File: config.mk
export PLATFORM = sky130hd
export DESIGN_NAME = pma_lookup
export DESIGN_NICKNAME = d
export VERILOG_FILES = /design/src/tl_mem_pkg.sv /design/src/pma_lookup.sv
export SDC_FILE = /design/constraint.sdc
export NUM_CORES = 1
export LEC_CHECK = 0
export ABC_CLOCK_PERIOD_IN_PS = 5500
export BUFFER_PORTS_ARGS = -buffer_cell sky130_fd_sc_hd__buf_2
export CORE_MARGIN = 3
export CORE_UTILIZATION = 50
export DETAILED_ROUTE_END_ITERATION = 10
export PLACE_DENSITY = 0.72
export SLEW_MARGIN = 10
export SYNTH_ARGS = -nofsm -noshare
export SYNTH_HDL_FRONTEND = slang
export SYNTH_SLANG_ARGS = --single-unit
File: constraint.sdc
create_clock -name vclk -period 5.5
set_input_delay 0.275 -clock vclk [all_inputs]
set_output_delay 0.275 -clock vclk [all_outputs]
set_load 0.1 [all_outputs]
File: src/tl_mem_pkg.sv
package tl_mem_pkg;

	// Bus widths
	localparam int XLEN = 32;
	localparam int BEAT_BYTES = XLEN / 8;
	localparam int MASK_W = BEAT_BYTES;
	localparam int ADDR_W = 32;
	localparam int SIZE_W = 4;
	localparam int OPCODE_W = 3;

	localparam int MAX_GET_SIZE = 4; // 16 bytes, 4 beats
	localparam int MAX_PUT_SIZE = 2; // single beat

	// dtim backing store, 16 KB
	localparam int RAM_WORDS = 4096;
	localparam int RAM_ADDR_W = 12;
	localparam int BEAT_CNT_W = 2;

	localparam int RESET_HOLD = 5;
	localparam int HOLD_CNT_W = 3;

	// A channel opcodes
	localparam logic [OPCODE_W-1:0] OP_A_PUTFULL = 3'd0;
	localparam logic [OPCODE_W-1:0] OP_A_PUTPARTIAL = 3'd1;
	localparam logic [OPCODE_W-1:0] OP_A_ARITH = 3'd2;
	localparam logic [OPCODE_W-1:0] OP_A_LOGICAL = 3'd3;
	localparam logic [OPCODE_W-1:0] OP_A_GET = 3'd4;
	localparam logic [OPCODE_W-1:0] OP_A_INTENT = 3'd5;

	// D channel opcodes
	localparam logic [OPCODE_W-1:0] OP_D_ACCESSACK = 3'd0;
	localparam logic [OPCODE_W-1:0] OP_D_ACCESSACKDATA = 3'd1;

	// Address map, end is exclusive
	localparam int REGION_COUNT = 7;

	localparam logic [ADDR_W-1:0] REGION_BASE [REGION_COUNT] = '{
		32'h0000_0000, // debug
		32'h0000_3000, // error device
		32'h0001_0000, // rom
		32'h0200_0000, // clint
		32'h0c00_0000, // interrupt controller
		32'h6000_0000, // mmio
		32'h8000_0000  // dtim
	};

	localparam logic [ADDR_W-1:0] REGION_END [REGION_COUNT] = '{
		32'h0000_1000,
		32'h0000_4000,
		32'h0002_0000,
		32'h0201_0000,
		32'h1000_0000,
		32'h8000_0000,
		32'h8000_4000
	};

	// Bit i belongs to region i
	localparam logic [REGION_COUNT-1:0] REGION_R = 7'b111_1111;
	localparam logic [REGION_COUNT-1:0] REGION_W = 7'b111_1011; // rom is read only

	localparam int DTIM_INDEX = 6;

endpackage
File: src/pma_lookup.sv
`timescale 1ns/10ps

module pma_lookup
	import tl_mem_pkg::*;
(
	input  logic [ADDR_W-1:0] address,
	input  logic [SIZE_W-1:0] size,
	output logic readable,
	output logic writable,
	output logic backed
);

	// One extra bit so the last byte cannot wrap into low regions
	logic [ADDR_W:0] first_address;
	logic [ADDR_W:0] last_address;
	logic [ADDR_W:0] offset_mask;
	logic first_r, first_w;
	logic last_r, last_w;
	logic misaligned;

	function automatic logic in_region(input logic [ADDR_W:0] addr, input int index);
		return addr >= {1'b0, REGION_BASE[index]} && addr < {1'b0, REGION_END[index]};
	endfunction

	assign first_address = {1'b0, address};
	assign offset_mask = (ADDR_W + 1)'((64'd1 << size) - 64'd1);
	assign last_address = first_address + offset_mask;
	assign misaligned = (first_address & offset_mask) != '0;

	always_comb begin
		first_r = 1'b0;
		first_w = 1'b0;
		last_r = 1'b0;
		last_w = 1'b0;
		for (int i = 0; i < REGION_COUNT; i++) begin
			if (in_region(first_address, i)) begin
				first_r = REGION_R[i];
				first_w = REGION_W[i];
			end
			if (in_region(last_address, i)) begin
				last_r = REGION_R[i];
				last_w = REGION_W[i];
			end
		end
	end

	// Spanning a boundary loses both permissions
	assign readable = first_r && last_r && !misaligned;
	assign writable = first_w && last_w && !misaligned;

	assign backed = in_region(first_address, DTIM_INDEX);

endmodule

==> impl_summary.md, run 1 <==
Status
The run finished with clean final reports.

Global routing
The layer carrying the most global-route usage is met2. The initial antenna violation count is 0. The via count of the first global-routing pass is 2449.

The wire length of the first global-routing pass is roughly 11 mm. In the global route stage, overall resource usage came out at 25.4%. Global routing finished with a remaining overflow of 0.

The maximum number of pins on one net before global-route repair is 14. The met1 global-route usage is a little under two fifths. In the global route stage, met2 resource usage came out at approximately two fifths. Global routing consumed, on the met3 layer, under 10% of the routing resources.

Floorplanning
The boundary pin count is 39. The die outline width is about 74 um. In this run the core area contains 24 standard-cell rows. The initial utilization of the core area, before any placement, comes to between 50% and 60%.

The height of the die is 74.5 um. The die covers ~5500 um^2. The total area inside the core boundary comes to 4440 um^2.

Timing
The final hold violation count came to 0. Setup repair after global routing left no endpoint under its margin. In this run the tightest slew margin relative to its limit is approximately 57%. The pin slew with the least headroom to its limit is ~0.64 ns. After routing, the total negative slack on setup checks comes to 0 ns. The timing-limited maximum frequency is a little under 0.2 GHz.

Setup violations remaining at the end of the flow were counted as 0. The number of slew-limit violations in the final report is 0. The final critical path takes up a little over nine tenths of the cycle. The shortest clock period the worst path allows after layout is 5.20 ns.

Cells and area
The final-stage net count is 437. 0 antenna diodes ended up in the layout. The count of clock-net buffers in the final layout is 0. The fraction of layout cells with a size suffix above 1 is ~17%. The sequential cell area is 0 um^2. The sequential cell count of the final layout is 0. The synthesis-to-finish area growth is 9.13%. The multi-input combinational cells in the finished layout cover a total of between 2000 and 2500 um^2.

Counting the fill cells in the layout gives 450.

Route
The routed via count divided by cell count is about 6.6. In the routed design, unresolved DRC markers number 0. The first detailed-routing pass took 5 iterations. The initial detailed-routing violation count is about 240. The total routed wirelength is roughly 7 mm. The number of antenna-violating nets in the routed design is 0. The routed length per instance is between 15 and 20 um. The final route contains 2719 vias.

Setup path
For the worst setup path, the data required time is between 5 and 6 ns. At the worst endpoint, the arrival time is ~5 ns. STA classifies the critical path startpoint as a primary input.

The worst setup path is captured at an output pin. Along the worst path, the maximum fanout reaches 13. The startpoint-to-endpoint class of the critical path is primary input to output pin.

Logic synthesis
The proportion of netlist area held by the largest area contributor is between 10% and 20%. Of all cell types, the one taking the most synthesized area is sky130_fd_sc_hd__ha_1. Averaged over all synthesized cells, the footprint is around 7.1 um^2.

The cell count after synthesis came out at 330. The portion of the post-synthesis area used by sequential elements is 0%. For this run, the number of Yosys warnings is 0. After synthesis the cells add up to 2340 um^2. By area the synthesized netlist is led by sky130_fd_sc_hd__ha_1 (19%), sky130_fd_sc_hd__a21oi_1 (6.2%), sky130_fd_sc_hd__o21ai_0 (5.3%), sky130_fd_sc_hd__xnor2_1 (5.2%), sky130_fd_sc_hd__nand2_1 (4.2%). Counting distinct cell types in the post-synthesis netlist gives 66.

Worst hold path
The path class of the tightest hold or removal check is primary input to output pin. The worst hold path cell count is 3.

Pwr
The analysis attributes to cell leakage a power of approximately 0.0011 uW. Dividing total power by cell area gives a power density of roughly 110 nW/um^2. The total power consumption of the routed design is roughly 280 uW.

The maximum ir drop on the vdd rail is roughly 45 uV.

CTS
The post-CTS setup buffer count is 0.

Place
The number of I/O port buffers is 39. The sum of net half-perimeters after detailed placement is a little under 6 mm. The last weighted congestion value of the routability-driven placer is 0.987.

Job
The max-cap check violation count is 0.
## cell usage after synthesis (4+ instances only)
| master | n |
|---|---|
| sky130_fd_sc_hd__ha_1 | 35 |
| sky130_fd_sc_hd__a21oi_1 | 29 |
| sky130_fd_sc_hd__nand2_1 | 26 |
| sky130_fd_sc_hd__o21ai_0 | 25 |
| sky130_fd_sc_hd__nor2_1 | 20 |
| sky130_fd_sc_hd__nor4_1 | 14 |
| sky130_fd_sc_hd__xnor2_1 | 14 |
| sky130_fd_sc_hd__nand4_1 | 11 |
| sky130_fd_sc_hd__a21o_1 | 10 |
| sky130_fd_sc_hd__and2_1 | 10 |
| sky130_fd_sc_hd__inv_1 | 10 |
| sky130_fd_sc_hd__o211ai_1 | 10 |
| sky130_fd_sc_hd__nand3_1 | 7 |
| sky130_fd_sc_hd__clkbuf_1 | 6 |
| sky130_fd_sc_hd__nor3_1 | 6 |
| sky130_fd_sc_hd__o21a_1 | 6 |
| sky130_fd_sc_hd__a211oi_1 | 5 |
| sky130_fd_sc_hd__buf_6 | 4 |
| sky130_fd_sc_hd__nand2b_1 | 4 |
| sky130_fd_sc_hd__o21bai_1 | 4 |
| sky130_fd_sc_hd__or3_1 | 4 |
| sky130_fd_sc_hd__xor2_1 | 4 |
## cell type report
class | count | area share, %
inverters | 10 | 1.47
well taps | 52 | 2.54
multi-input cells | 314 | 88.0
repair buffers | 39 | 7.97
## report_power, final
group | switching [uW] | total [uW] | internal (uW)
Combinational | 165 | 277 | 112
Sequential | 0 | 0 | 0
Clock | 0 | 0 | 0
## worst max-delay path, stage by stage
cell	delay [ns]
sky130_fd_sc_hd__buf_2	0.17
sky130_fd_sc_hd__or2_2	0.35
sky130_fd_sc_hd__or3_1	0.35
sky130_fd_sc_hd__ha_2	0.27
sky130_fd_sc_hd__nor3_1	0.16
sky130_fd_sc_hd__a21oi_1	0.05
sky130_fd_sc_hd__o21ai_0	0.22
sky130_fd_sc_hd__ha_1	0.31
sky130_fd_sc_hd__a211oi_1	0.30
sky130_fd_sc_hd__o211ai_1	0.24
sky130_fd_sc_hd__a221oi_2	0.36
sky130_fd_sc_hd__o21ai_1	0.22
sky130_fd_sc_hd__a211oi_2	0.30
sky130_fd_sc_hd__o32ai_1	0.14
sky130_fd_sc_hd__a2111oi_2	0.35
sky130_fd_sc_hd__nand4_1	0.22
sky130_fd_sc_hd__o32ai_2	0.35
sky130_fd_sc_hd__buf_6	0.27
## worst paths after layout
| path | slack [ns] | start | endpoint |
|---|---|---|---|
| worst max-delay path | 0.30 | size[3] | writable |
| worst min-delay path | 1.08 | address[31] | backed |
## cell usage in the layout (no fill, tap or decap), types with 4 or more instances in the layout
cell	Yosys	layout
sky130_fd_sc_hd__buf_2	3	37
sky130_fd_sc_hd__ha_1	35	34
sky130_fd_sc_hd__a21oi_1	29	29
sky130_fd_sc_hd__nand2_1	26	26
sky130_fd_sc_hd__o21ai_0	25	25
sky130_fd_sc_hd__nor2_1	20	19
sky130_fd_sc_hd__nor4_1	14	14
sky130_fd_sc_hd__xnor2_1	14	14
sky130_fd_sc_hd__nand4_1	11	11
sky130_fd_sc_hd__conb_1	1	11
sky130_fd_sc_hd__and2_1	10	10
sky130_fd_sc_hd__a21o_1	10	10
sky130_fd_sc_hd__inv_1	10	10
sky130_fd_sc_hd__o211ai_1	10	10
sky130_fd_sc_hd__nand3_1	7	7
sky130_fd_sc_hd__nor3_1	6	6
sky130_fd_sc_hd__o21a_1	6	6
sky130_fd_sc_hd__a211oi_1	5	5
sky130_fd_sc_hd__or3_1	4	4
sky130_fd_sc_hd__xor2_1	4	4
sky130_fd_sc_hd__nand2b_1	4	4
sky130_fd_sc_hd__o21bai_1	4	4
## through the flow
stage | hold slack [ns] | cell area, um^2 | setup WS, ns | std cells | util [%]
2_1_floorplan | 1.00 | 2390 | 0.130 | 340 | -
3_3_place_gp | 1.08 | 2540 | 0.268 | 415 | 57.2
3_5_place_dp | 1.08 | 2540 | 0.199 | 415 | 57.2
4_1_cts | 1.08 | 2540 | 0.155 | 415 | 57.2
5_1_grt | 1.09 | 2560 | 0.0401 | 415 | 57.5
6_report | 1.08 | 2560 | 0.305 | 415 | 57.5
## kinds of logic (layout without fill, tap and decap cells)
| family | Yosys count | in the layout | synth area share, % |
|---|---|---|---|
| AOI/OAI and AO/OA | 128 | 128 | 39.1 |
| and+or+nand+nor | 118 | 118 | 27.0 |
| adders and majority gates | 36 | 36 | 19.5 |
| buffers and inverters | 26 | 49 | 6.09 |
| xor gates and xnor gates | 18 | 18 | 6.73 |
| muxes | 3 | 3 | 1.33 |
| other | 1 | 11 | 0.160 |
## layer usage
metal	routed length, um	vias up
met3	512	15
met2	2980	121
met5	0	-
met1	3380	1238
met4	133	0
li1	-	1345
## timing repair
| item | in CTS | in global routing |
|---|---|---|
| hold buffers | 0 | 0 |
| gates resized for setup | 0 | 6 |
| endpoints found under the setup margin | 0 | 2 |
Power figures use the tool's default switching activity.
==> run 2: changes to the inputs <==
--- a/config.mk
+++ b/config.mk
@@ -11,6 +11,7 @@
 export CORE_UTILIZATION = 50
 export DETAILED_ROUTE_END_ITERATION = 10
 export PLACE_DENSITY = 0.72
+export RECOVER_POWER = 50
 export SLEW_MARGIN = 10
 export SYNTH_ARGS = -nofsm -noshare
 export SYNTH_HDL_FRONTEND = slang
==> impl_summary.md, run 2 (synthesis gave the netlist of run 1 again) <==
Setup path
The largest fanout of any net on the critical path is 13 (unchanged). The startpoint-to-endpoint class of the critical path is primary input to output pin (unchanged). The number of buffer and inverter stages on the critical path is 2 (unchanged). The stage delay of the slowest cell on the critical path came to 0.36 ns (about the same).

Crit-path cells: buf_2 -> or2_2 -> or3_1 -> ha_2 -> nor3_1 -> a21oi_1 -> o21ai_0 -> ha_1 -> a211oi_1 -> o211ai_1 -> a221oi_2 -> o21ai_1 -> a211oi_2 -> o32ai_1 -> a2111oi_2 -> nand4_1 -> o32ai_2 -> buf_6 (unchanged). The arrival time of the worst setup path is 4.92 ns (about the same). The master of the slowest instance on the critical path is sky130_fd_sc_hd__a221oi_2 (unchanged). The critical path capture point type is an output pin (unchanged). The required time reported for the critical path endpoint is 5.22 ns (about the same). The family with the most delay on the worst path is compound AO/OA/AOI/OAI gates (unchanged). The sort of element at the start of the critical path was a primary input (unchanged).

Timing
The worst relative slew slack is 22.5% (was 57.1%). The final number of setup-violating endpoints is 0 (unchanged). The pin slew with the least headroom to its limit is 1.17 ns (was 0.637 ns). The final total negative setup slack is 0 ns (unchanged). The shortest clock period the worst path allows after layout was 5.20 ns (unchanged). The final period utilization is 94.5% (unchanged). The final hold violation count is 0 (unchanged).

Unrepaired setup endpoints after global routing: no (unchanged). The final hold slack was 1.20 ns (was 1.08 ns). The timing-limited maximum frequency is 0.192 GHz (unchanged). The number of slew-limit violations in the final report is 0 (unchanged).

Cells and area
The final-stage net count came to 437 (unchanged). The count of clock-net buffers in the final layout is 0 (unchanged). The fraction of layout cells with a size suffix above 1 is 16.5% (was 16.8%). The footprint of the multi-input gates is 2250 um^2 (unchanged).

The fill cell instance count of the final layout is 450 (unchanged). The sequential cell area is 0 um^2 (unchanged). The final design utilization is 57.5% (about the same). The non-filler instance count after layout is 415 (unchanged). The number of antenna repair diodes is 0 (unchanged). The synthesis-to-finish area growth came to 9.08% (was 9.13%). The sequential cell count of the final layout is 0 (unchanged). The most common cell after layout, fill and taps aside was sky130_fd_sc_hd__buf_2 (unchanged). Leading cell types in the layout, fill and taps excluded: sky130_fd_sc_hd__buf_2 (36), sky130_fd_sc_hd__ha_1 (34), sky130_fd_sc_hd__a21oi_1 (29) (was sky130_fd_sc_hd__buf_2 (37), sky130_fd_sc_hd__ha_1 (34), sky130_fd_sc_hd__a21oi_1 (29)).

CTS
The post-CTS setup buffer count is 0 (unchanged). The count of cells resized by post-cts repair is 0 (unchanged). The hold buffer count at CTS is 0 (unchanged).

Place
The number of cells in the design after placement is 415 (unchanged). The number of I/O port buffers was 39 (unchanged). The sum of net half-perimeters after detailed placement was 5.92 mm (unchanged).

The last weighted congestion value of the routability-driven placer came to 0.987 (unchanged).

Route
The first-pass iteration count of the detailed router is 5 (unchanged). The routed length per instance was 16.9 um (about the same). The routed via count divided by cell count is 6.55 (unchanged). The initial detailed-routing violation count was 239 (unchanged). The number of vias after detailed routing is 2719 (unchanged). The total routed wirelength was 7.01 mm (about the same). The number of antenna-violating nets in the routed design came to 0 (unchanged). The number of design rule violations left after detail routing is 0 (unchanged).

Floorplanning
The height of the die is 74.5 um (unchanged). The core outline area is 4440 um^2 (unchanged). The boundary pin count is 39 (unchanged). The cell row count is 24 (unchanged). The initial cell density of the core was 52.7% (unchanged).

The die area is 5540 um^2 (unchanged). The die outline width is 74.5 um (unchanged).

Pwr
The maximum ir drop on the vdd rail is 45.0 uV (unchanged). The total power density per cell area was 108 nW/um^2 (about the same). The total power consumption of the routed design is 277 uW (unchanged). The leakage component of the power is 0.00108 uW (was 0.00109 uW).

Status
Result of the run: completed (unchanged).

Global routing
The via count of the first global-routing pass is 2449 (unchanged). The overflow left after global routing is 0 (unchanged). The maximum number of pins on one net before global-route repair is 14 (unchanged). The wire length of the first global-routing pass was 11.4 mm (unchanged).

The overall track demand over capacity in global routing is 25.4% (unchanged). The initial antenna violation count is 0 (unchanged).

Worst hold path
The worst hold-check path type is primary input to output pin (unchanged).

Job
The max-cap check violation count was 0 (unchanged).
-- run 2: changes by cell type in the layout (fill, tap and decap cells not counted), sizes merged --
cell / before / now
buf: 38 / 37
clkbuf: 1 / 2
-- run 2: report_power, final --
group          switching (uW)  internal, uW  total, uW
clock network               0             0          0
registers                   0             0          0
logic                     165           112        277
-- run 2: through the flow --
| step | instance area [um^2] | setup WS, ns |
|---|---|---|
| after floorplan | 2390 | 0.130 |
| after global placement | 2540 | 0.268 |
| after detailed placement | 2540 | 0.199 |
| after CTS | 2540 | 0.155 |
| after global routing | 2560 | 0.0401 |
| final | 2560 | 0.305 |
-- run 2: area by class of cell --
type | instances | area share (%)
well taps | 52 | 2.55
multi-input cells | 314 | 88.1
inverters | 10 | 1.47
repair buffers | 39 | 7.93
-- run 2: worst paths after layout --
kind | cells after the start | slack (ns) | to | start
worst max-delay path | 18 | 0.30 | writable | size[3]
worst min-delay path | 5 | 1.20 | writable | address[31]
-- run 2: layer usage --
metal  track usage, %  vias up  wire [um]
li1                 -     1345          -
met1             37.7     1238       3380
met2             39.8      121       2980
met3             3.11       15        513
met4             3.56        0        133
met5                0        -          0
==> run 3: changes to the inputs <==
--- a/config.mk
+++ b/config.mk
@@ -5,12 +5,13 @@
 export SDC_FILE = /design/constraint.sdc
 export NUM_CORES = 1
 export LEC_CHECK = 0
-export ABC_CLOCK_PERIOD_IN_PS = 5500
+export ABC_AREA = 1
+export ABC_CLOCK_PERIOD_IN_PS = 6550
 export BUFFER_PORTS_ARGS = -buffer_cell sky130_fd_sc_hd__buf_2
 export CORE_MARGIN = 3
 export CORE_UTILIZATION = 50
 export DETAILED_ROUTE_END_ITERATION = 10
-export PLACE_DENSITY = 0.72
+export PLACE_DENSITY = 0.7
 export RECOVER_POWER = 50
 export SLEW_MARGIN = 10
 export SYNTH_ARGS = -nofsm -noshare
==> constraint.sdc (replaced) <==
create_clock -name vclk -period 6.55
set_input_delay 0.3275 -clock vclk [all_inputs]
set_output_delay 0.3275 -clock vclk [all_outputs]
set_load 0.1 [all_outputs]
==> impl_summary.md, run 3 <==
Route
The routed length per instance is 13.5 um (was 16.9 um). The number of design rule violations left after detail routing is 0 (unchanged). The routed via count divided by cell count was 5.18 (was 6.55). The first-pass iteration count of the detailed router was 5 (unchanged).

The number of antenna-violating nets in the routed design is 0 (unchanged). The initial detailed-routing violation count was 390 (was 239). The total routed wirelength is 11.5 mm (was 7.01 mm). The number of vias after detailed routing came to 4401 (was 2719).

Cells and area
The sequential cell area came to 0 um^2 (unchanged). The footprint of the multi-input gates was 2940 um^2 (was 2250 um^2). The fraction of layout cells with a size suffix above 1 is 12.7% (was 16.5%). The number of antenna repair diodes is 0 (unchanged). Leading cell types in the layout, fill and taps excluded: sky130_fd_sc_hd__nand2_1 (294), sky130_fd_sc_hd__inv_1 (149), sky130_fd_sc_hd__nor2_1 (70) (was sky130_fd_sc_hd__buf_2 (36), sky130_fd_sc_hd__ha_1 (34), sky130_fd_sc_hd__a21oi_1 (29)). The non-filler instance count after layout is 850 (was 415). The count of clock-net buffers in the final layout is 0 (unchanged).

The most common cell after layout, fill and taps aside is sky130_fd_sc_hd__nand2_1 (was sky130_fd_sc_hd__buf_2). The sequential cell count of the final layout is 0 (unchanged). The synthesis-to-finish area growth is 9.31% (was 9.08%). The fill cell instance count of the final layout is 701 (was 450). The final-stage net count is 847 (was 437). The final non-filler cell area is 3800 um^2 (was 2560 um^2).

Logic synthesis
The mean area per synthesized cell is 4.80 um^2 (was 7.10 um^2). The count of cell types in the netlist was 33 (was 66). Ranking of synthesized cells by instance count: sky130_fd_sc_hd__nand2_1 (294), sky130_fd_sc_hd__inv_1 (149), sky130_fd_sc_hd__nor2_1 (70), sky130_fd_sc_hd__nand3_1 (37), sky130_fd_sc_hd__ha_1 (35) (was sky130_fd_sc_hd__ha_1 (35), sky130_fd_sc_hd__a21oi_1 (29), sky130_fd_sc_hd__nand2_1 (26), sky130_fd_sc_hd__o21ai_0 (25), sky130_fd_sc_hd__nor2_1 (20)). The proportion of netlist area held by the largest area contributor came to 31.7% (was 18.7%).

The most frequently used cell type in the post-synthesis netlist is sky130_fd_sc_hd__nand2_1 (was sky130_fd_sc_hd__ha_1). The post-synthesis cell area is 3480 um^2 (was 2340 um^2). The count of synthesis-stage warnings from yosys was 0 (unchanged). The library cell with the largest summed area after synthesis is sky130_fd_sc_hd__nand2_1 (was sky130_fd_sc_hd__ha_1). Area contributors post-synth: sky130_fd_sc_hd__nand2_1 (32%), sky130_fd_sc_hd__inv_1 (16%), sky130_fd_sc_hd__ha_1 (13%), sky130_fd_sc_hd__nor2_1 (7.5%), sky130_fd_sc_hd__nand3_1 (5.3%) (was sky130_fd_sc_hd__ha_1 (19%), sky130_fd_sc_hd__a21oi_1 (6.2%), sky130_fd_sc_hd__o21ai_0 (5.3%), sky130_fd_sc_hd__xnor2_1 (5.2%), sky130_fd_sc_hd__nand2_1 (4.2%)). The instance count of the mapped netlist is 725 (was 330). The portion of the post-synthesis area used by sequential elements was 0% (unchanged).

Timing
The smallest clock period supported by the final layout is computed as roughly 4.4 ns. The pin slew with the least headroom to its limit was 1.20 ns (was 1.17 ns). The final hold violation count is 0 (unchanged). Unrepaired setup endpoints after global routing: no (unchanged). Timing would allow up to approximately 0.23 GHz.

The final total negative setup slack is 0 ns (unchanged). The worst relative slew slack is 20.6% (was 22.5%). The final hold slack is 1.46 ns (was 1.20 ns). Dividing the final minimum period by the clock period gives about two thirds. The minimum setup slack in the final design is 2.16 ns (was 0.305 ns).

The number of slew-limit violations in the final report came to 0 (unchanged). The final number of setup-violating endpoints is 0 (unchanged).

CTS
The post-CTS setup buffer count is 0 (unchanged). The count of cells resized by post-cts repair is 0 (unchanged). The hold buffer count at CTS came to 0 (unchanged).

Job
The max-cap check violation count is 0 (unchanged).

Global routing
The overall track demand over capacity in global routing came to 29.6% (was 25.4%). The via count of the first global-routing pass was 4003 (was 2449). The overflow left after global routing is 0 (unchanged). The initial antenna violation count is 0 (unchanged). The wire length of the first global-routing pass is 18.3 mm (was 11.4 mm).

The maximum number of pins on one net before global-route repair is 8 (was 14).

Floorplanning
The height of the die is 89.4 um (was 74.5 um). The core outline area is 6530 um^2 (was 4440 um^2). The initial cell density of the core is 53.3% (was 52.7%). The boundary pin count is 39 (unchanged). The die outline width is 89.4 um (was 74.5 um).

The cell row count is 29 (was 24). The die area is 8000 um^2 (was 5540 um^2).

Place
The area of placed instances is 3810 um^2 (was 2540 um^2). The number of I/O port buffers is 39 (unchanged). The last weighted congestion value of the routability-driven placer came to 0.974 (was 0.987).

The worst-case setup slack after placement is 2.25 ns (was 0.199 ns). The sum of net half-perimeters after detailed placement is 10.2 mm (was 5.92 mm). The number of cells in the design after placement is 850 (was 415).

Status
Result of the run: completed (unchanged).

Setup path
The critical path capture point type is an output pin (unchanged). The arrival time of the worst setup path came to 4.06 ns (was 4.92 ns). The largest fanout of any net on the critical path came to 6 (was 13). The startpoint-to-endpoint class of the critical path is primary input to output pin (unchanged). The start point of the critical path is size[3] (unchanged). The sort of element at the start of the critical path is a primary input (unchanged). The required time reported for the critical path endpoint is 6.22 ns (was 5.22 ns).

Pwr
The leakage component of the power is 0.00243 uW (was 0.00108 uW). The total power density per cell area is 93.8 nW/um^2 (was 108 nW/um^2). The maximum ir drop on the vdd rail is 44.4 uV (was 45.0 uV).

Worst hold path
The worst hold-check path type is primary input to output pin (unchanged). The worst min-delay path startpoint is address[15] (was address[31]).
-- run 3: changes by cell type after synthesis, moves of 13 or more --
cell and change:
sky130_fd_sc_hd__nand3_1 +30, sky130_fd_sc_hd__o21ai_0 -21, sky130_fd_sc_hd__inv_1 +139, sky130_fd_sc_hd__nor2_2 +16, sky130_fd_sc_hd__nor2_1 +50, sky130_fd_sc_hd__nand2_1 +268, sky130_fd_sc_hd__xnor2_1 -13, sky130_fd_sc_hd__nand2_2 +27
-- run 3: final cells by class --
type,instances,share of cell area (%)
Multi-Input combinational cell,581,77.3
Inverter,153,15.1
Timing Repair Buffer,39,5.10
Tap cell,77,2.53
-- run 3: worst paths after layout --
path              cells after the start  slack (ns)       end
hold / removal                        5        1.46    backed
setup / recovery                     26        2.16  writable
-- run 3: through the flow --
stage | utilization, % | power (uW)
2_1_floorplan | - | 259
3_3_place_gp | 58.3 | 339
3_5_place_dp | 58.3 | 345
4_1_cts | 58.3 | 346
5_1_grt | 58.3 | 402
6_report | 58.3 | 357
-- run 3: report_power, final --
part	internal, uW	switching [uW]	total (uW)
Clock	0	0	0
Combinational	118	239	357
Sequential	0	0	0
Total	118	239	357
-- run 3: critical path, cell delays in order --
cell	delay, ns
sky130_fd_sc_hd__buf_2	0.14
sky130_fd_sc_hd__nor2_1	0.09
sky130_fd_sc_hd__inv_1	0.11
sky130_fd_sc_hd__nor3_1	0.08
sky130_fd_sc_hd__nor4b_1	0.33
sky130_fd_sc_hd__nand2_1	0.24
sky130_fd_sc_hd__inv_1	0.12
sky130_fd_sc_hd__nand2_1	0.06
sky130_fd_sc_hd__xor2_1	0.14
sky130_fd_sc_hd__ha_1	0.32
sky130_fd_sc_hd__nand2_2	0.12
sky130_fd_sc_hd__nor2_1	0.24
sky130_fd_sc_hd__nand2_1	0.14
sky130_fd_sc_hd__inv_1	0.07
sky130_fd_sc_hd__nand2_1	0.06
sky130_fd_sc_hd__nand2_1	0.13
sky130_fd_sc_hd__nand2_1	0.08
sky130_fd_sc_hd__nand3_1	0.11
sky130_fd_sc_hd__nand3_2	0.11
sky130_fd_sc_hd__nor2_4	0.15
sky130_fd_sc_hd__and2b_1	0.16
sky130_fd_sc_hd__nand3_2	0.09
sky130_fd_sc_hd__nand3_1	0.09
sky130_fd_sc_hd__nand2_1	0.05
sky130_fd_sc_hd__inv_1	0.06
sky130_fd_sc_hd__buf_2	0.41
-- run 3: cells by family after synthesis --
group | after synthesis | synth area share, %
AO/OA/AOI/OAI | 29 | 4.57
XOR/XNOR | 7 | 1.76
adder cells (fa/ha/maj) | 36 | 13.2
buffers and inverters | 154 | 16.6
other | 1 | 0.108
AND/OR/NAND/NOR | 498 | 63.8
-- run 3: routing by layer --
metal	track usage, %	wire length [um]
met2	48.8	4950
met4	6.36	294
met5	0	0
met1	42.4	5310
met3	1.29	938
